**src/hw/ahb_cache_config.svh**
```systemverilog
`ifndef AHB_CACHE_CONFIG_SVH
`define AHB_CACHE_CONFIG_SVH

// capacity in bytes and line geometry
`define CACHE_BYTES 8192
`define LINE_BITS 128
`define WORDS_PER_LINE (`LINE_BITS / 32)

// derived line count, must stay a power of two
`define LINE_COUNT (`CACHE_BYTES * 8 / `LINE_BITS)

// address split widths
`define INDEX_BITS 9
`define OFFSET_BITS 2

// two low address bits select the byte within a word
`define TAG_BITS (32 - `INDEX_BITS - `OFFSET_BITS - 2)

`endif

```
**src/hw/ahb_cache_pkg.sv**
```systemverilog
package ahb_cache_pkg;

    // AHB transfer type
    typedef enum logic [1:0] {
        IDLE   = 2'b00,
        BUSY   = 2'b01,
        NONSEQ = 2'b10,
        SEQ    = 2'b11
    } htrans_t;

    // AHB burst type
    typedef enum logic [2:0] {
        SINGLE = 3'b000,
        INCR   = 3'b001,
        WRAP4  = 3'b010,
        INCR4  = 3'b011,
        WRAP8  = 3'b100,
        INCR8  = 3'b101,
        WRAP16 = 3'b110,
        INCR16 = 3'b111
    } hburst_t;

    // master to slave signals of one bus
    typedef struct packed {
        logic [31:0] haddr;
        htrans_t     htrans;
        hburst_t     hburst;
        logic        hwrite;
        logic [31:0] hwdata;
    } ahb_req_t;

    // slave to master signals
    typedef struct packed {
        logic [31:0] hrdata;
        logic        hready;
    } ahb_rsp_t;

    // read held in its upstream data phase
    typedef struct packed {
        logic        valid;
        logic [31:0] addr;
    } lookup_t;

    // downstream line fill
    typedef enum logic [1:0] {
        IDLE_S  = 2'b00,
        ADDR_S  = 2'b01,
        BEATS_S = 2'b10,
        DONE_S  = 2'b11
    } fill_state_t;

endpackage

```
**src/hw/ahb_slave_capture.sv**
```systemverilog
`timescale 1ns/1ns

module ahb_slave_capture (
    input  logic                     upstream_intf,
    input  logic                     rst_n,
    input  ahb_cache_pkg::ahb_req_t  up_req,
    input  logic                     ready,
    output ahb_cache_pkg::lookup_t   lookup
);

    logic        accept;
    logic        held_valid;
    logic [31:0] held_addr;

    // only NONSEQ and SEQ reads count, IDLE and BUSY fall through
    assign accept = ready
                 && !up_req.hwrite
                 && (up_req.htrans == ahb_cache_pkg::NONSEQ
                  || up_req.htrans == ahb_cache_pkg::SEQ);

    // data phase closes on ready, a new address may open the next one
    always_ff @(posedge upstream_intf) begin
        if (!rst_n) begin
            held_valid <= 1'b0;
        end else if (ready) begin
            held_valid <= accept;
        end
    end

    always_ff @(posedge upstream_intf) begin
        if (accept) begin
            held_addr <= up_req.haddr;
        end
    end

    // stays put while the stalled read waits for its line
    assign lookup.valid = held_valid;
    assign lookup.addr  = held_addr;

endmodule

```
**config.mk**
```make
export PLATFORM = sky130hd
export DESIGN_NAME = ahb_slave_capture
export DESIGN_NICKNAME = d
export VERILOG_FILES = /design/src/hw/ahb_cache_config.svh /design/src/hw/ahb_cache_pkg.sv /design/src/hw/ahb_slave_capture.sv
export SDC_FILE = /design/constraint.sdc
export NUM_CORES = 1
export LEC_CHECK = 0
export BUFFER_PORTS_ARGS = -buffer_cell sky130_fd_sc_hd__buf_2
export CAP_MARGIN = 10
export CORE_MARGIN = 1.5
export CORE_UTILIZATION = 24
export DETAILED_ROUTE_END_ITERATION = 16
export GPL_TIMING_DRIVEN = 0
export PLACE_DENSITY_LB_ADDON = 0.25
export SLEW_MARGIN = 20
export SYNTH_ARGS = -nofsm -noshare
export SYNTH_HDL_FRONTEND = slang
export SYNTH_SLANG_ARGS = --single-unit
```
**constraint.sdc**
```tcl
create_clock -name upstream_intf -period 1.79 [get_ports upstream_intf]
set_input_delay 0.0895 -clock upstream_intf [delete_from_list [all_inputs] [get_ports upstream_intf]]
set_output_delay 0.0895 -clock upstream_intf [all_outputs]
set_load 0.005 [all_outputs]
```
==> impl_metrics.tcl <==
set metrics [dict create \
    cp.required_ns 1.70 \
    switching_share_pct 18.3 \
    power.total_mw 1.76 \
    drt-pass1-iter-count 2 \
    drt-total-wl_um 2150 \
    r2r_slack_ns 1.23 \
    syn2layout_area_growth_pct 84.0 \
    netlist_instances 39 \
    grt_pass1_vias 748 \
    dieArea_mm2 0.00464 \
    fp.dieW_um 68.1 \
    grt_pass1_wl_um 3190 \
    postCtsSetupBuffers 0 \
    gp_congestion 0.644 \
    diodes 0 \
    worst_pin_slew_ns 0.867 \
    grt.busiest_layer "met2" \
    use_met1_pct 9.85 \
    grtUsageTotal_pct 10.4 \
    yosysSeqAreaShare_pct 96.3 \
    clk_latency_ns 0.28 \
    met2_usage_pct 17.0 \
    drc_errors 0 \
    syn_avg_cell_area_um2 26.1 \
    via_per_inst 3.89 \
    core-area_mm2 0.00403 \
    p_int_mw 1.44 \
    synth_xor_area_share_pct 0 \
    critPathKind "in -> reg" \
    synth_adder_area_share_pct 0 \
    pwr-share-seq_pct 50.9 \
    io_pins 106 \
    grt_overflow 0 \
    crit_arrival_ns 0.98 \
    clock.fmax_mhz 934 \
    p_per_area_mw_per_mm2 939 \
    period_minus_slack_ns 1.07 \
    worstSetupEndpointType "register" \
    synth_area_mm2 0.00102 \
    hold_violations 0 \
    htreeDepth 2 \
    fin_cells 198 \
    power.switching_uw 323 \
    drt_iter0_markers 10 \
    path_clk_slew_ns 0.07 \
    rsz0062_at_grt "false" \
    relSlewSlack_pct 42.1 \
    worst_hold_path.num_cells 3 \
    drive_gt1_share_pct 54.1 \
    n_fill_cell 377 \
    die_h_um 68.1 \
    r2r_cells 2 \
    portBuffers 69 \
    cts_buffer_depth 2 \
    yosys_warnings 0 \
    fin_crit_sh_pct 59.8 \
    num_vias 770 \
    crit_path_max_incr_delay_ns 0.68 \
    clock-sinks 33 \
    cts_tree "built" \
    r2r-end "held_valid" \
    hp-class "in -> reg" \
    startpoint "ready" \
    worst_slack_ns 0.719 \
    dp_hpwl_um 1400 \
    yosys.area_share.simple_pct 2.09 \
    globalRouteMet3Util_pct 6.25 \
    reg2reg_from "held_valid" \
    critPathCapture "held_addr[0]" \
    postLayoutCoreUtil_pct 46.5 \
    synth_nets 112 \
    start_util_pct 25.3 \
    cts_resized 0 \
    synth_top_family_by_area "simple AND/OR/NAND/NOR gates" \
    cap_violations 0 \
    cts_root_buf "clkbuf_8" \
    setup_viol 0 \
    synth-compound-area-share_pct 0.860 \
    pwr-share-comb_pct 8.3 \
    path_cells "buf_2, nand2_1, nor2_4" \
    drv_slew 0 \
    yosys_register_bits 33 \
    synth.area.mux_share_pct 0 \
    crit_path_start_kind "input pin" \
    wl_per_cell_um 10.9 \
    dp_cells 158 \
    critPathSlowestCell "nor2_4" \
    synth.distinct_cells 8 \
    dpl_worst_slack_ns 0.393 \
    cts_buffers 5 \
    clock_skew_ns 0 \
    antenna_found_initial 0 \
    pwr-share-clk_pct 40.8 \
    peakVddDrop_uv 549 \
    ant_nets 0 \
    path_max_fanout 32 \
    layout.nets 220 \
    tns_ns 0 \
    grt_max_degree 33 \
    rows 23 \
    p_leak_nw 0.783 \
    status "finished, final reports clean" \
]
## power groups by stage
stage                     sequential, mW  clock, mW  combinational (mW)
after global placement             0.911          0              0.0894
final                              0.896      0.718               0.146
after detailed placement           0.912          0              0.0940
after floorplan                    0.918          0              0.0123
after global routing               0.900      0.771               0.161
after CTS                          0.896      0.744               0.147
## sequential cells by signal (all words and copies together), names as in the netlist
| name | count |
|---|---|
| held_addr | 32 |
| held_valid | 1 |
## cell usage after synthesis
library cell	n	area, um2
nand2b_1	1	6.26
dfxtp_1	1	20.0
nor2_1	1	3.75
nand2_1	1	3.75
buf_4	1	7.51
edfxtp_1	32	961
nand3b_1	1	7.51
o21ai_2	1	8.76
## worst max-delay path, delay by kind of cell
| kind | cells | cell delay [ns] |
|---|---|---|
| buffers and inverters | 1 | 0.09 |
| AND/OR/NAND/NOR | 2 | 0.78 |
## logic make-up (layout without fill, tap and decap cells)
logic type | after synthesis | after routing
AND/OR/NAND/NOR | 4 | 4
buffers and inverters | 1 | 110
AO/OA/AOI/OAI | 1 | 1
flip-flops | 33 | 33
## worst min-delay path by stage
stage,start,endpoint
3_3_place_gp,up_req[41],held_addr[3]
6_report,rst_n,held_valid
4_1_cts,rst_n,held_valid
2_1_floorplan,up_req[38],held_addr[0]
3_5_place_dp,up_req[56],held_addr[18]
5_1_grt,rst_n,held_valid
## per-stage QoR
stage | area [um2] | hold slack [ns]
floorplan | 1020 | 0.188
global placement | 1430 | 0.266
detailed placement | 1430 | 0.268
CTS | 1870 | 0.0517
global route | 1870 | 0.0592
finish | 1870 | 0.0592
## layout make-up
cell class	count	area, um2	area share [%]
timing repair buffer	101	666	35.5
sequential	33	981	52.3
tap	50	62.6	3.34
clock inverter	2	37.5	2.00
clock buffer	6	82.6	4.41
multi-input combinational	5	37.5	2.00
buffer	1	7.51	0.401
## metal layers
layer / vias up / wire, um
li1: 365 / -
met3: 7 / 223
met1: 352 / 778
met2: 46 / 1100
met5: - / 0
met4: 0 / 48
## what timing repair did
item,in CTS,in global routing
hold buffers,32,0
setup endpoints to repair,0,0
endpoints found under the hold margin,32,0
## cell usage in the layout, fill, tap and decap left out
master	count
clkbuf_8	6
nand2_1	1
dfxtp_1	1
buf_4	1
clkinvlp_4	1
edfxtp_1	32
dlygate4sd3_1	32
nand3b_1	1
o21ai_2	1
nor2_4	1
buf_2	69
nand2b_1	1
bufinv_16	1
Note: power is estimated with default switching activity, not from simulation.
