==> config.mk <==
export PLATFORM = sky130hd
export DESIGN_NAME = line_fill_master
export DESIGN_NICKNAME = d
export VERILOG_FILES = /design/src/hw/ahb_cache_pkg.sv /design/src/hw/line_fill_master.sv
export VERILOG_INCLUDE_DIRS = /design/src /design/src/hw
export SDC_FILE = /design/constraint.sdc
export NUM_CORES = 1
export LEC_CHECK = 0
export ABC_AREA = 1
export BUFFER_PORTS_ARGS = -buffer_cell sky130_fd_sc_hd__buf_2
export CAP_MARGIN = 0
export CORE_ASPECT_RATIO = 1.1
export CORE_MARGIN = 2
export CORE_UTILIZATION = 52
export CTS_BUF_LIST = sky130_fd_sc_hd__clkbuf_4
export CTS_CLUSTER_DIAMETER = 60
export DETAILED_ROUTE_END_ITERATION = 16
export PLACE_DENSITY = 0.84
export SYNTH_ARGS = -nofsm -noshare
export SYNTH_HDL_FRONTEND = slang
export SYNTH_SLANG_ARGS = --single-unit
==> constraint.sdc <==
create_clock -name upstream_intf -period 4.8 [get_ports upstream_intf]
set_clock_uncertainty 0.15 [all_clocks]
set_input_delay 0.96 -clock upstream_intf [delete_from_list [all_inputs] [get_ports upstream_intf]]
set_output_delay 0.96 -clock upstream_intf [all_outputs]
set_load 0.005 [all_outputs]
==> src/hw/ahb_cache_config.svh <==
`ifndef AHB_CACHE_CONFIG_SVH
`define AHB_CACHE_CONFIG_SVH

// capacity in bytes and line geometry
`define CACHE_BYTES 8192
`define LINE_BITS 128
`define WORDS_PER_LINE (`LINE_BITS / 32)

// derived line count, must stay a power of two
`define LINE_COUNT (`CACHE_BYTES * 8 / `LINE_BITS)

// address split widths
`define INDEX_BITS 9
`define OFFSET_BITS 2

// two low address bits select the byte within a word
`define TAG_BITS (32 - `INDEX_BITS - `OFFSET_BITS - 2)

`endif

==> src/hw/ahb_cache_pkg.sv <==
package ahb_cache_pkg;

    // AHB transfer type
    typedef enum logic [1:0] {
        IDLE   = 2'b00,
        BUSY   = 2'b01,
        NONSEQ = 2'b10,
        SEQ    = 2'b11
    } htrans_t;

    // AHB burst type
    typedef enum logic [2:0] {
        SINGLE = 3'b000,
        INCR   = 3'b001,
        WRAP4  = 3'b010,
        INCR4  = 3'b011,
        WRAP8  = 3'b100,
        INCR8  = 3'b101,
        WRAP16 = 3'b110,
        INCR16 = 3'b111
    } hburst_t;

    // master to slave signals of one bus
    typedef struct packed {
        logic [31:0] haddr;
        htrans_t     htrans;
        hburst_t     hburst;
        logic        hwrite;
        logic [31:0] hwdata;
    } ahb_req_t;

    // slave to master signals
    typedef struct packed {
        logic [31:0] hrdata;
        logic        hready;
    } ahb_rsp_t;

    // read held in its upstream data phase
    typedef struct packed {
        logic        valid;
        logic [31:0] addr;
    } lookup_t;

    // downstream line fill
    typedef enum logic [1:0] {
        IDLE_S  = 2'b00,
        ADDR_S  = 2'b01,
        BEATS_S = 2'b10,
        DONE_S  = 2'b11
    } fill_state_t;

endpackage

==> src/hw/line_fill_master.sv <==
`timescale 1ns/1ns
`include "ahb_cache_config.svh"

module line_fill_master (
    input  logic                     upstream_intf,
    input  logic                     rst_n,
    input  ahb_cache_pkg::lookup_t   lookup,
    input  logic                     hit,
    input  ahb_cache_pkg::ahb_rsp_t  dn_rsp,
    output ahb_cache_pkg::ahb_req_t  dn_req,
    output logic [`LINE_BITS-1:0]    fill_line,
    output logic                     fill_done
);

    ahb_cache_pkg::fill_state_t state;

    logic [31:`OFFSET_BITS + 2]       line_base;
    logic [`OFFSET_BITS-1:0]          start_off;
    logic [`OFFSET_BITS:0]            addr_cnt;
    logic [`OFFSET_BITS-1:0]          data_cnt;
    logic [`OFFSET_BITS-1:0]          addr_off;
    logic [`OFFSET_BITS-1:0]          data_off;
    logic [`WORDS_PER_LINE-1:0][31:0] line_buf;

    logic miss;
    logic all_issued;
    logic last_beat;

    assign miss = lookup.valid && !hit;

    // offsets wrap inside the line, critical word first
    assign addr_off = start_off + addr_cnt[`OFFSET_BITS-1:0];
    assign data_off = start_off + data_cnt;

    // top bit of addr_cnt sets once all four addresses went out
    assign all_issued = addr_cnt[`OFFSET_BITS];
    assign last_beat  = &data_cnt;

    always_ff @(posedge upstream_intf) begin
        if (!rst_n) begin
            state    <= ahb_cache_pkg::IDLE_S;
            addr_cnt <= '0;
            data_cnt <= '0;
        end else begin
            case (state)
                ahb_cache_pkg::IDLE_S: begin
                    if (miss) begin
                        state    <= ahb_cache_pkg::ADDR_S;
                        addr_cnt <= '0;
                        data_cnt <= '0;
                    end
                end
                ahb_cache_pkg::ADDR_S: begin
                    // NONSEQ accepted
                    if (dn_rsp.hready) begin
                        state    <= ahb_cache_pkg::BEATS_S;
                        addr_cnt <= addr_cnt + 1'b1;
                    end
                end
                ahb_cache_pkg::BEATS_S: begin
                    // one data beat done, next SEQ accepted alongside
                    if (dn_rsp.hready) begin
                        data_cnt <= data_cnt + 1'b1;
                        if (!all_issued) begin
                            addr_cnt <= addr_cnt + 1'b1;
                        end
                        if (last_beat) begin
                            state <= ahb_cache_pkg::DONE_S;
                        end
                    end
                end
                ahb_cache_pkg::DONE_S: begin
                    state <= ahb_cache_pkg::IDLE_S;
                end
                default: begin
                    state <= ahb_cache_pkg::IDLE_S;
                end
            endcase
        end
    end

    // burst base and critical word
    always_ff @(posedge upstream_intf) begin
        if (state == ahb_cache_pkg::IDLE_S && miss) begin
            line_base <= lookup.addr[31:`OFFSET_BITS + 2];
            start_off <= lookup.addr[2 +: `OFFSET_BITS];
        end
    end

    always_ff @(posedge upstream_intf) begin
        if (state == ahb_cache_pkg::BEATS_S && dn_rsp.hready) begin
            line_buf[data_off] <= dn_rsp.hrdata;
        end
    end

    always_comb begin
        dn_req        = '0;
        dn_req.hburst = ahb_cache_pkg::WRAP4;
        dn_req.haddr  = {line_base, addr_off, 2'b00};
        case (state)
            ahb_cache_pkg::ADDR_S:  dn_req.htrans = ahb_cache_pkg::NONSEQ;
            ahb_cache_pkg::BEATS_S: begin
                dn_req.htrans = all_issued ? ahb_cache_pkg::IDLE : ahb_cache_pkg::SEQ;
            end
            default:                dn_req.htrans = ahb_cache_pkg::IDLE;
        endcase
    end

    // full line is in the buffer for the DONE_S cycle
    assign fill_line = line_buf;
    assign fill_done = (state == ahb_cache_pkg::DONE_S);

endmodule

==> metrics.csv, run 1 <==
stage,metric,value,unit
outcome,outcome,"complete, no violations",
yosys,mapped cell area,5700,sq um
cells_and_area,multi-input logic area,617,sq um
cells_and_area,fill count,756,
place,placer congestion estimate,0.800,
place,Post-DP HPWL,8250,microns
worst_setup_path,crit path cell chain,"inv_1, ha_1, nand2_1, inv_1, nor2_1, nor2_1, buf_2",
worst_setup_path,"Max FO, Critical Path",10,
pwr,Clk pwr share,27.1,%
clocking,clock slew at reported path FFs,0.13,ns
sta,minimum clock period,2.99,ns
floorplan,die width,104,microns
clocking,CTS resizes,0,
worst_setup_path,Slowest Stage Delay on Critical Path,0.42,ns
place,count of input and output buffers,227,
drt,ANT nets after route,0,
yosys,synth unique cells,22,
sta,RSZ-0062 raised after global routing,no,
clocking,hold_buf cts,0,
flow_run,max_cap viols,0,
place,Area after DPL,6900,sq um
drt,Detailed Route Iter0 Violations,187,
drt,DR DRC count,0,
clocking,clk root buf,clkbuf_4,
pwr,Final Total Pwr,0.00304,W
drt,WL per Instance,16.2,microns
sta,Slew Limit Fails,0,
floorplan,IO Pins,268,
floorplan,Die Y,114,microns
cells_and_area,number of nets in the layout,620,
yosys,sequential-to-total area share from yosys stat,85.7,%
worst_setup_path,crit end category,output port,
worst_setup_path,Worst Path Buf+Inv,3,
global_routing,initial antenna violation count,1,
pwr,worst ir drop on vdd,247,uV
sta,Fin Setup TNS,0,ns
cells_and_area,post-route cell area,7200,sq um
pwr,Leak,2.97,nW
worst_setup_path,Worst path slowest cell,ha_1,
cells_and_area,register area,4880,sq um
sta,final setup fails,0,
worst_setup_path,R2R Setup Slk,2.24,ns
pwr,PwrDens,422,nW/um^2
drt,router iterations before antenna repair,5,
sta,worst hold slack,0.394,ns
yosys,syn avg cell area,19.2,sq um
cells_and_area,layout cell share with drive strength beyond 1,49.3,%
worst_setup_path,Worst Setup Path Type,flip-flop to output port,
cells_and_area,area grow syn2layout,26.4,%
sta,slew of the pin with the lowest slew margin,1.01,ns
clocking,total CTS buffers,17,
drt,DR vias/cell,4.56,
floorplan,DIE AREA,11800,sq um
min_path,Hold WC Path Type,flip-flop to flip-flop,
worst_setup_path,CP required,3.69,ns
clocking,CTS Sinks,165,
sta,Hold Fails Final Rpt,0,
clocking,Clock Latency Late Sink,0.54,ns
clocking,clk buf depth,2,
pwr,Comb pwr share,14.7,%
global_routing,number of global-route vias before repair,3126,
worst_setup_path,WP data arrival,1.88,ns
yosys,Post-Syn Instances,297,
sta,Relative slew margins,32.3,%
global_routing,GRT overflow,0,
yosys,"Warnings, synthesis",0,
pwr,P_int,0.00219,W
global_routing,Global Route Usage Sum,19.1,%
drt,Routed Wire Length,11300,microns
sta,Final Cycle Share,62.2,%
pwr,register share of total power,58.1,%
pwr,sw frac,28.0,%
floorplan,initial cell density of the core,52.7,%
global_routing,first-pass GRT wire length,16500,microns
sta,fmax,335,MHz
yosys,#FFs+latches synth,165,
drt,Via Count,3196,
clocking,H-tree levels,4,
cells_and_area,Diodes inserted,0,
clocking,postcts setup bufs,0,
global_routing,pin count of the biggest net entering global routing,33,
pwr,Psw,0.000852,W
worst_setup_path,Critical Path Start Type,flip-flop,
floorplan,row count,40,
floorplan,Core Box Area,10800,sq um
clocking,CTS tree,built,
worst_setup_path,"CP delay by family, top",adder cells,
==> power groups by stage <==
stage / combinational [W] / sequential (W) / clock [W]
6_report: 0.000448 / 0.00177 / 0.000824
3_3_place_gp: 0.000430 / 0.00179 / 0
2_1_floorplan: 0.000243 / 0.00181 / 0
5_1_grt: 0.000501 / 0.00178 / 0.000898
3_5_place_dp: 0.000452 / 0.00180 / 0
4_1_cts: 0.000454 / 0.00177 / 0.000851
==> registers in the layout, summed over array words and instances (netlist names) <==
name and count:
fill_line 128, line_base 28, addr_cnt 3, start_off 2, state 2, data_cnt 2
==> cell type report <==
type | instances | area share [%]
inverter | 18 | 0.938
timing repair buffer | 228 | 15.9
tap | 147 | 2.55
clock inverter | 15 | 2.45
sequential | 165 | 67.8
multi-input combinational | 111 | 8.57
clock buffer | 17 | 1.77
==> worst min-delay path: stages, from the launching register on <==
cell and delay, ns:
dfxtp_1 0.37, nor2_1 0.11, nor2_1 0.05
==> worst paths after layout <==
path                                   from  cells past startpoint            end
worst max register to register     state[0]                      4  fill_line[89]
worst max-delay path               state[0]                      7     dn_req[37]
worst min register to register  data_cnt[0]                      2    data_cnt[0]
worst min-delay path            data_cnt[0]                      2    data_cnt[0]
==> cell usage in the layout, fill, tap and decap left out, types with 5 or more instances in the layout <==
master / instances
clkbuf_4: 17
inv_8: 7
conb_1: 38
inv_1: 17
buf_2: 227
ha_1: 10
dfxtp_1: 7
nand2_1: 22
nor2_1: 17
nor2_4: 5
edfxtp_1: 158
==> synth_stat cells, drive strengths merged <==
cell type	number	area share (%)
nand3b	1	0.13
dfxtp	7	2.5
xor2	2	0.31
a21oi	3	0.33
or2	1	0.11
o21ai	2	0.37
edfxtp	158	83
nor2	23	1.6
ha	10	2.2
nand2	24	1.7
inv	18	1.2
xnor2	3	0.46
buf	39	5.2
nand3	4	0.53
conb	2	0.13
==> cell families (layout without fill, tap and decap cells) <==
logic type	count (synthesis)	after routing	share of synthesized area, %
simple gates	53	53	4.08
fa+ha+maj	10	10	2.20
buf+inv	57	278	6.39
xor+xnor	5	5	0.769
other cells	2	38	0.132
compound gates	5	5	0.703
flops	165	165	85.7
==> routing by layer <==
metal	GRT usage [%]	share of wire [%]	vias to the layer above
li1	-	-	1487
met1	21.5	37	1491
met2	32.8	52	212
met3	7.89	10	6
met4	7.66	0.82	0
met5	0	0	-
==> per-stage QoR <==
step | setup slack (ns) | cells | utilization, %
5_1_grt | 1.58 | 701 | 66.6
3_3_place_gp | 2.13 | 669 | 63.8
6_report | 1.81 | 701 | 66.6
2_1_floorplan | 1.80 | 333 | -
4_1_cts | 1.73 | 701 | 66.6
3_5_place_dp | 2.08 | 669 | 63.8
Power figures use the tool's default switching activity.
==> inputs of run 2 (changes only) <==
--- a/config.mk
+++ b/config.mk
@@ -6,16 +6,16 @@
 export SDC_FILE = /design/constraint.sdc
 export NUM_CORES = 1
 export LEC_CHECK = 0
-export ABC_AREA = 1
+export ABC_AREA = 0
 export BUFFER_PORTS_ARGS = -buffer_cell sky130_fd_sc_hd__buf_2
 export CAP_MARGIN = 0
 export CORE_ASPECT_RATIO = 1.1
 export CORE_MARGIN = 2
-export CORE_UTILIZATION = 52
+export CORE_UTILIZATION = 48
 export CTS_BUF_LIST = sky130_fd_sc_hd__clkbuf_4
 export CTS_CLUSTER_DIAMETER = 60
 export DETAILED_ROUTE_END_ITERATION = 16
-export PLACE_DENSITY = 0.84
+export PLACE_DENSITY = 0.78
 export SYNTH_ARGS = -nofsm -noshare
 export SYNTH_HDL_FRONTEND = slang
 export SYNTH_SLANG_ARGS = --single-unit
==> constraint.sdc (replaced) <==
create_clock -name upstream_intf -period 3.1 [get_ports upstream_intf]
set_clock_uncertainty 0.15 [all_clocks]
set_input_delay 0.62 -clock upstream_intf [delete_from_list [all_inputs] [get_ports upstream_intf]]
set_output_delay 0.62 -clock upstream_intf [all_outputs]
set_load 0.005 [all_outputs]
==> metrics.csv, run 2 <==
stage,metric,value,unit
sta,RSZ-0062 raised after global routing,no,
clocking,CTS Sinks,165,
floorplan,die width,108,microns
yosys,#FFs+latches synth,165,
floorplan,DIE AREA,12700,sq um
drt,WL per Instance,15.9,microns
yosys,"count leader, synth",edfxtp_1,
sta,slew of the pin with the lowest slew margin,0.576,ns
floorplan,initial cell density of the core,49.3,%
worst_setup_path,Worst path slowest cell,dfxtp_1,
worst_setup_path,WP data arrival,1.84,ns
drt,router iterations before antenna repair,4,
pwr,Leak,2.92,nW
drt,Detailed Route Iter0 Violations,158,
sta,final setup fails,0,
yosys,Yosys top cell area share,83.8,%
global_routing,pin count of the biggest net entering global routing,33,
worst_setup_path,Crit path depth,5,
drt,DR vias/cell,4.60,
floorplan,Core Box Area,11500,sq um
cells_and_area,layout cell share with drive strength beyond 1,51.5,%
clocking,CTS resizes,0,
worst_setup_path,"CP delay by family, top",flip-flops,
yosys,"EDFF count, synth",158,
clocking,clock slew at reported path FFs,0.14,ns
global_routing,GRT overflow,0,
place,dpl cells,648,
worst_setup_path,crit end category,output port,
floorplan,row count,41,
min_path,Hold WC Path Type,input pin to flip-flop,
drt,Via Count,3125,
cells_and_area,Diodes inserted,0,
clocking,postcts setup bufs,0,
clocking,H-tree levels,4,
global_routing,number of global-route vias before repair,3065,
cells_and_area,number of nets in the layout,596,
sta,Slew Limit Fails,0,
place,placer congestion estimate,0.755,
yosys,top post-synthesis cells by count,"158 x edfxtp_1, 38 x buf_4, 10 x ha_1, 8 x inv_1, 7 x dfxtp_1",
yosys,main area contributors after synthesis,"edfxtp_1 84%, buf_4 5.0%, dfxtp_1 2.5%",
clocking,Clock Latency Late Sink,0.50,ns
yosys,synth unique cells,28,
sta,fmax,384,MHz
cells_and_area,register area,4880,sq um
global_routing,initial antenna violation count,0,
cells_and_area,multi-input logic area,621,sq um
clocking,CTS tree,built,
sta,Final Cycle Share,84.1,%
worst_setup_path,"Max FO, Critical Path",9,
clocking,total CTS buffers,17,
global_routing,first-pass GRT wire length,16000,microns
yosys,"Warnings, synthesis",0,
outcome,outcome,"complete, no violations",
cells_and_area,most frequent cells in the layout,"227 x buf_2, 158 x edfxtp_1, 38 x conb_1, 18 x clkbuf_4, 10 x ha_1",
place,count of input and output buffers,227,
worst_setup_path,Slowest Stage Delay on Critical Path,0.43,ns
pwr,PwrDens,614,nW/um^2
drt,DR DRC count,0,
drt,Routed Wire Length,10800,microns
sta,minimum clock period,2.61,ns
floorplan,Die Y,118,microns
worst_setup_path,crit path cell chain,"inv_1, ha_1, nor2b_1, o21a_1, buf_2",
yosys,Post-Syn Instances,270,
worst_setup_path,Worst Path Buf+Inv,2,
pwr,worst ir drop on vdd,295,uV
yosys,Synth area leader,edfxtp_1,
cells_and_area,"most common cell after layout, fill and taps aside",buf_2,
place,Post-DP HPWL,7750,microns
floorplan,IO Pins,268,
pwr,Final Total Pwr,0.00444,W
clocking,clk root buf,clkbuf_4,
yosys,mapped cell area,5660,sq um
cells_and_area,area grow syn2layout,27.8,%
sta,Relative slew margins,61.5,%
sta,Fin Setup TNS,0,ns
drt,ANT nets after route,0,
cells_and_area,fill count,854,
global_routing,Global Route Usage Sum,16.9,%
cells_and_area,max reg flops,128,
cells_and_area,"Cell Count, Final, Fillers Out",680,
cells_and_area,fin util,62.9,%
yosys,top_reg_cell synth,edfxtp_1,
yosys,"FFs w/ async S/R, synth",0,%
min_path,WHS Path Cells,1,
worst_setup_path,Worst Setup Path Type,flip-flop to output port,
clocking,clk buf depth,2,
yosys,syn avg cell area,21.0,sq um
clocking,hold_buf cts,0,
sta,Hold Fails Final Rpt,0,
yosys,sequential-to-total area share from yosys stat,86.3,%
worst_setup_path,Critical Path Start Type,flip-flop,
worst_setup_path,CP required,2.33,ns
flow_run,max_cap viols,0,
worst_setup_path,reg2reg path depth,5,
## run 2: worst paths after layout
check	start	endpoint	slack, ns
hold reg to reg	addr_cnt[2]	addr_cnt[2]	0.36
setup / recovery	state[0]	dn_req[37]	0.49
hold / removal	lookup[27]	line_base[27]	0.13
setup reg to reg	start_off[0]	fill_line[116]	0.82
## run 2: metrics by stage
stage          instance area, sq um  setup slack, ns  hold slack [ns]
2_1_floorplan                  5810            0.189            0.299
3_3_place_gp                   6910            0.803            0.319
3_5_place_dp                   6910            0.806            0.334
4_1_cts                        7230            0.432           0.0754
5_1_grt                        7230            0.301           0.0672
6_report                       7230            0.494            0.129
## run 2: per-layer routing
layer	up-vias	global-route usage (%)	part of all wire, %
met5	-	0	0
met4	0	5.61	1.4
met3	10	5.32	10
met2	204	29.1	51
met1	1479	20.0	38
li1	1432	-	-
## run 2: area by class of cell
cell class	instances	area share, %
sequential	165	67.5
clock buffer	18	1.87
multi-input combinational	93	8.58
tap	150	2.59
timing repair buffer	232	16.4
inverter	8	0.415
clock inverter	14	2.61
## run 2: power by group
group          switching [W]  total [W]  leakage (nW)  internal (W)
clock               0.000756    0.00135         0.169      0.000597
combinational       0.000285   0.000483          1.26      0.000198
sequential         0.0000367    0.00260          1.49       0.00257
total                0.00108    0.00444          2.92       0.00336
## run 2: logic make-up after synthesis
logic type	synth area share, %
compound gates	1.97
simple gates	2.08
xor+xnor	0.774
buf+inv	5.84
flops	86.3
other cells	0.133
mux	0.707
fa+ha+maj	2.21
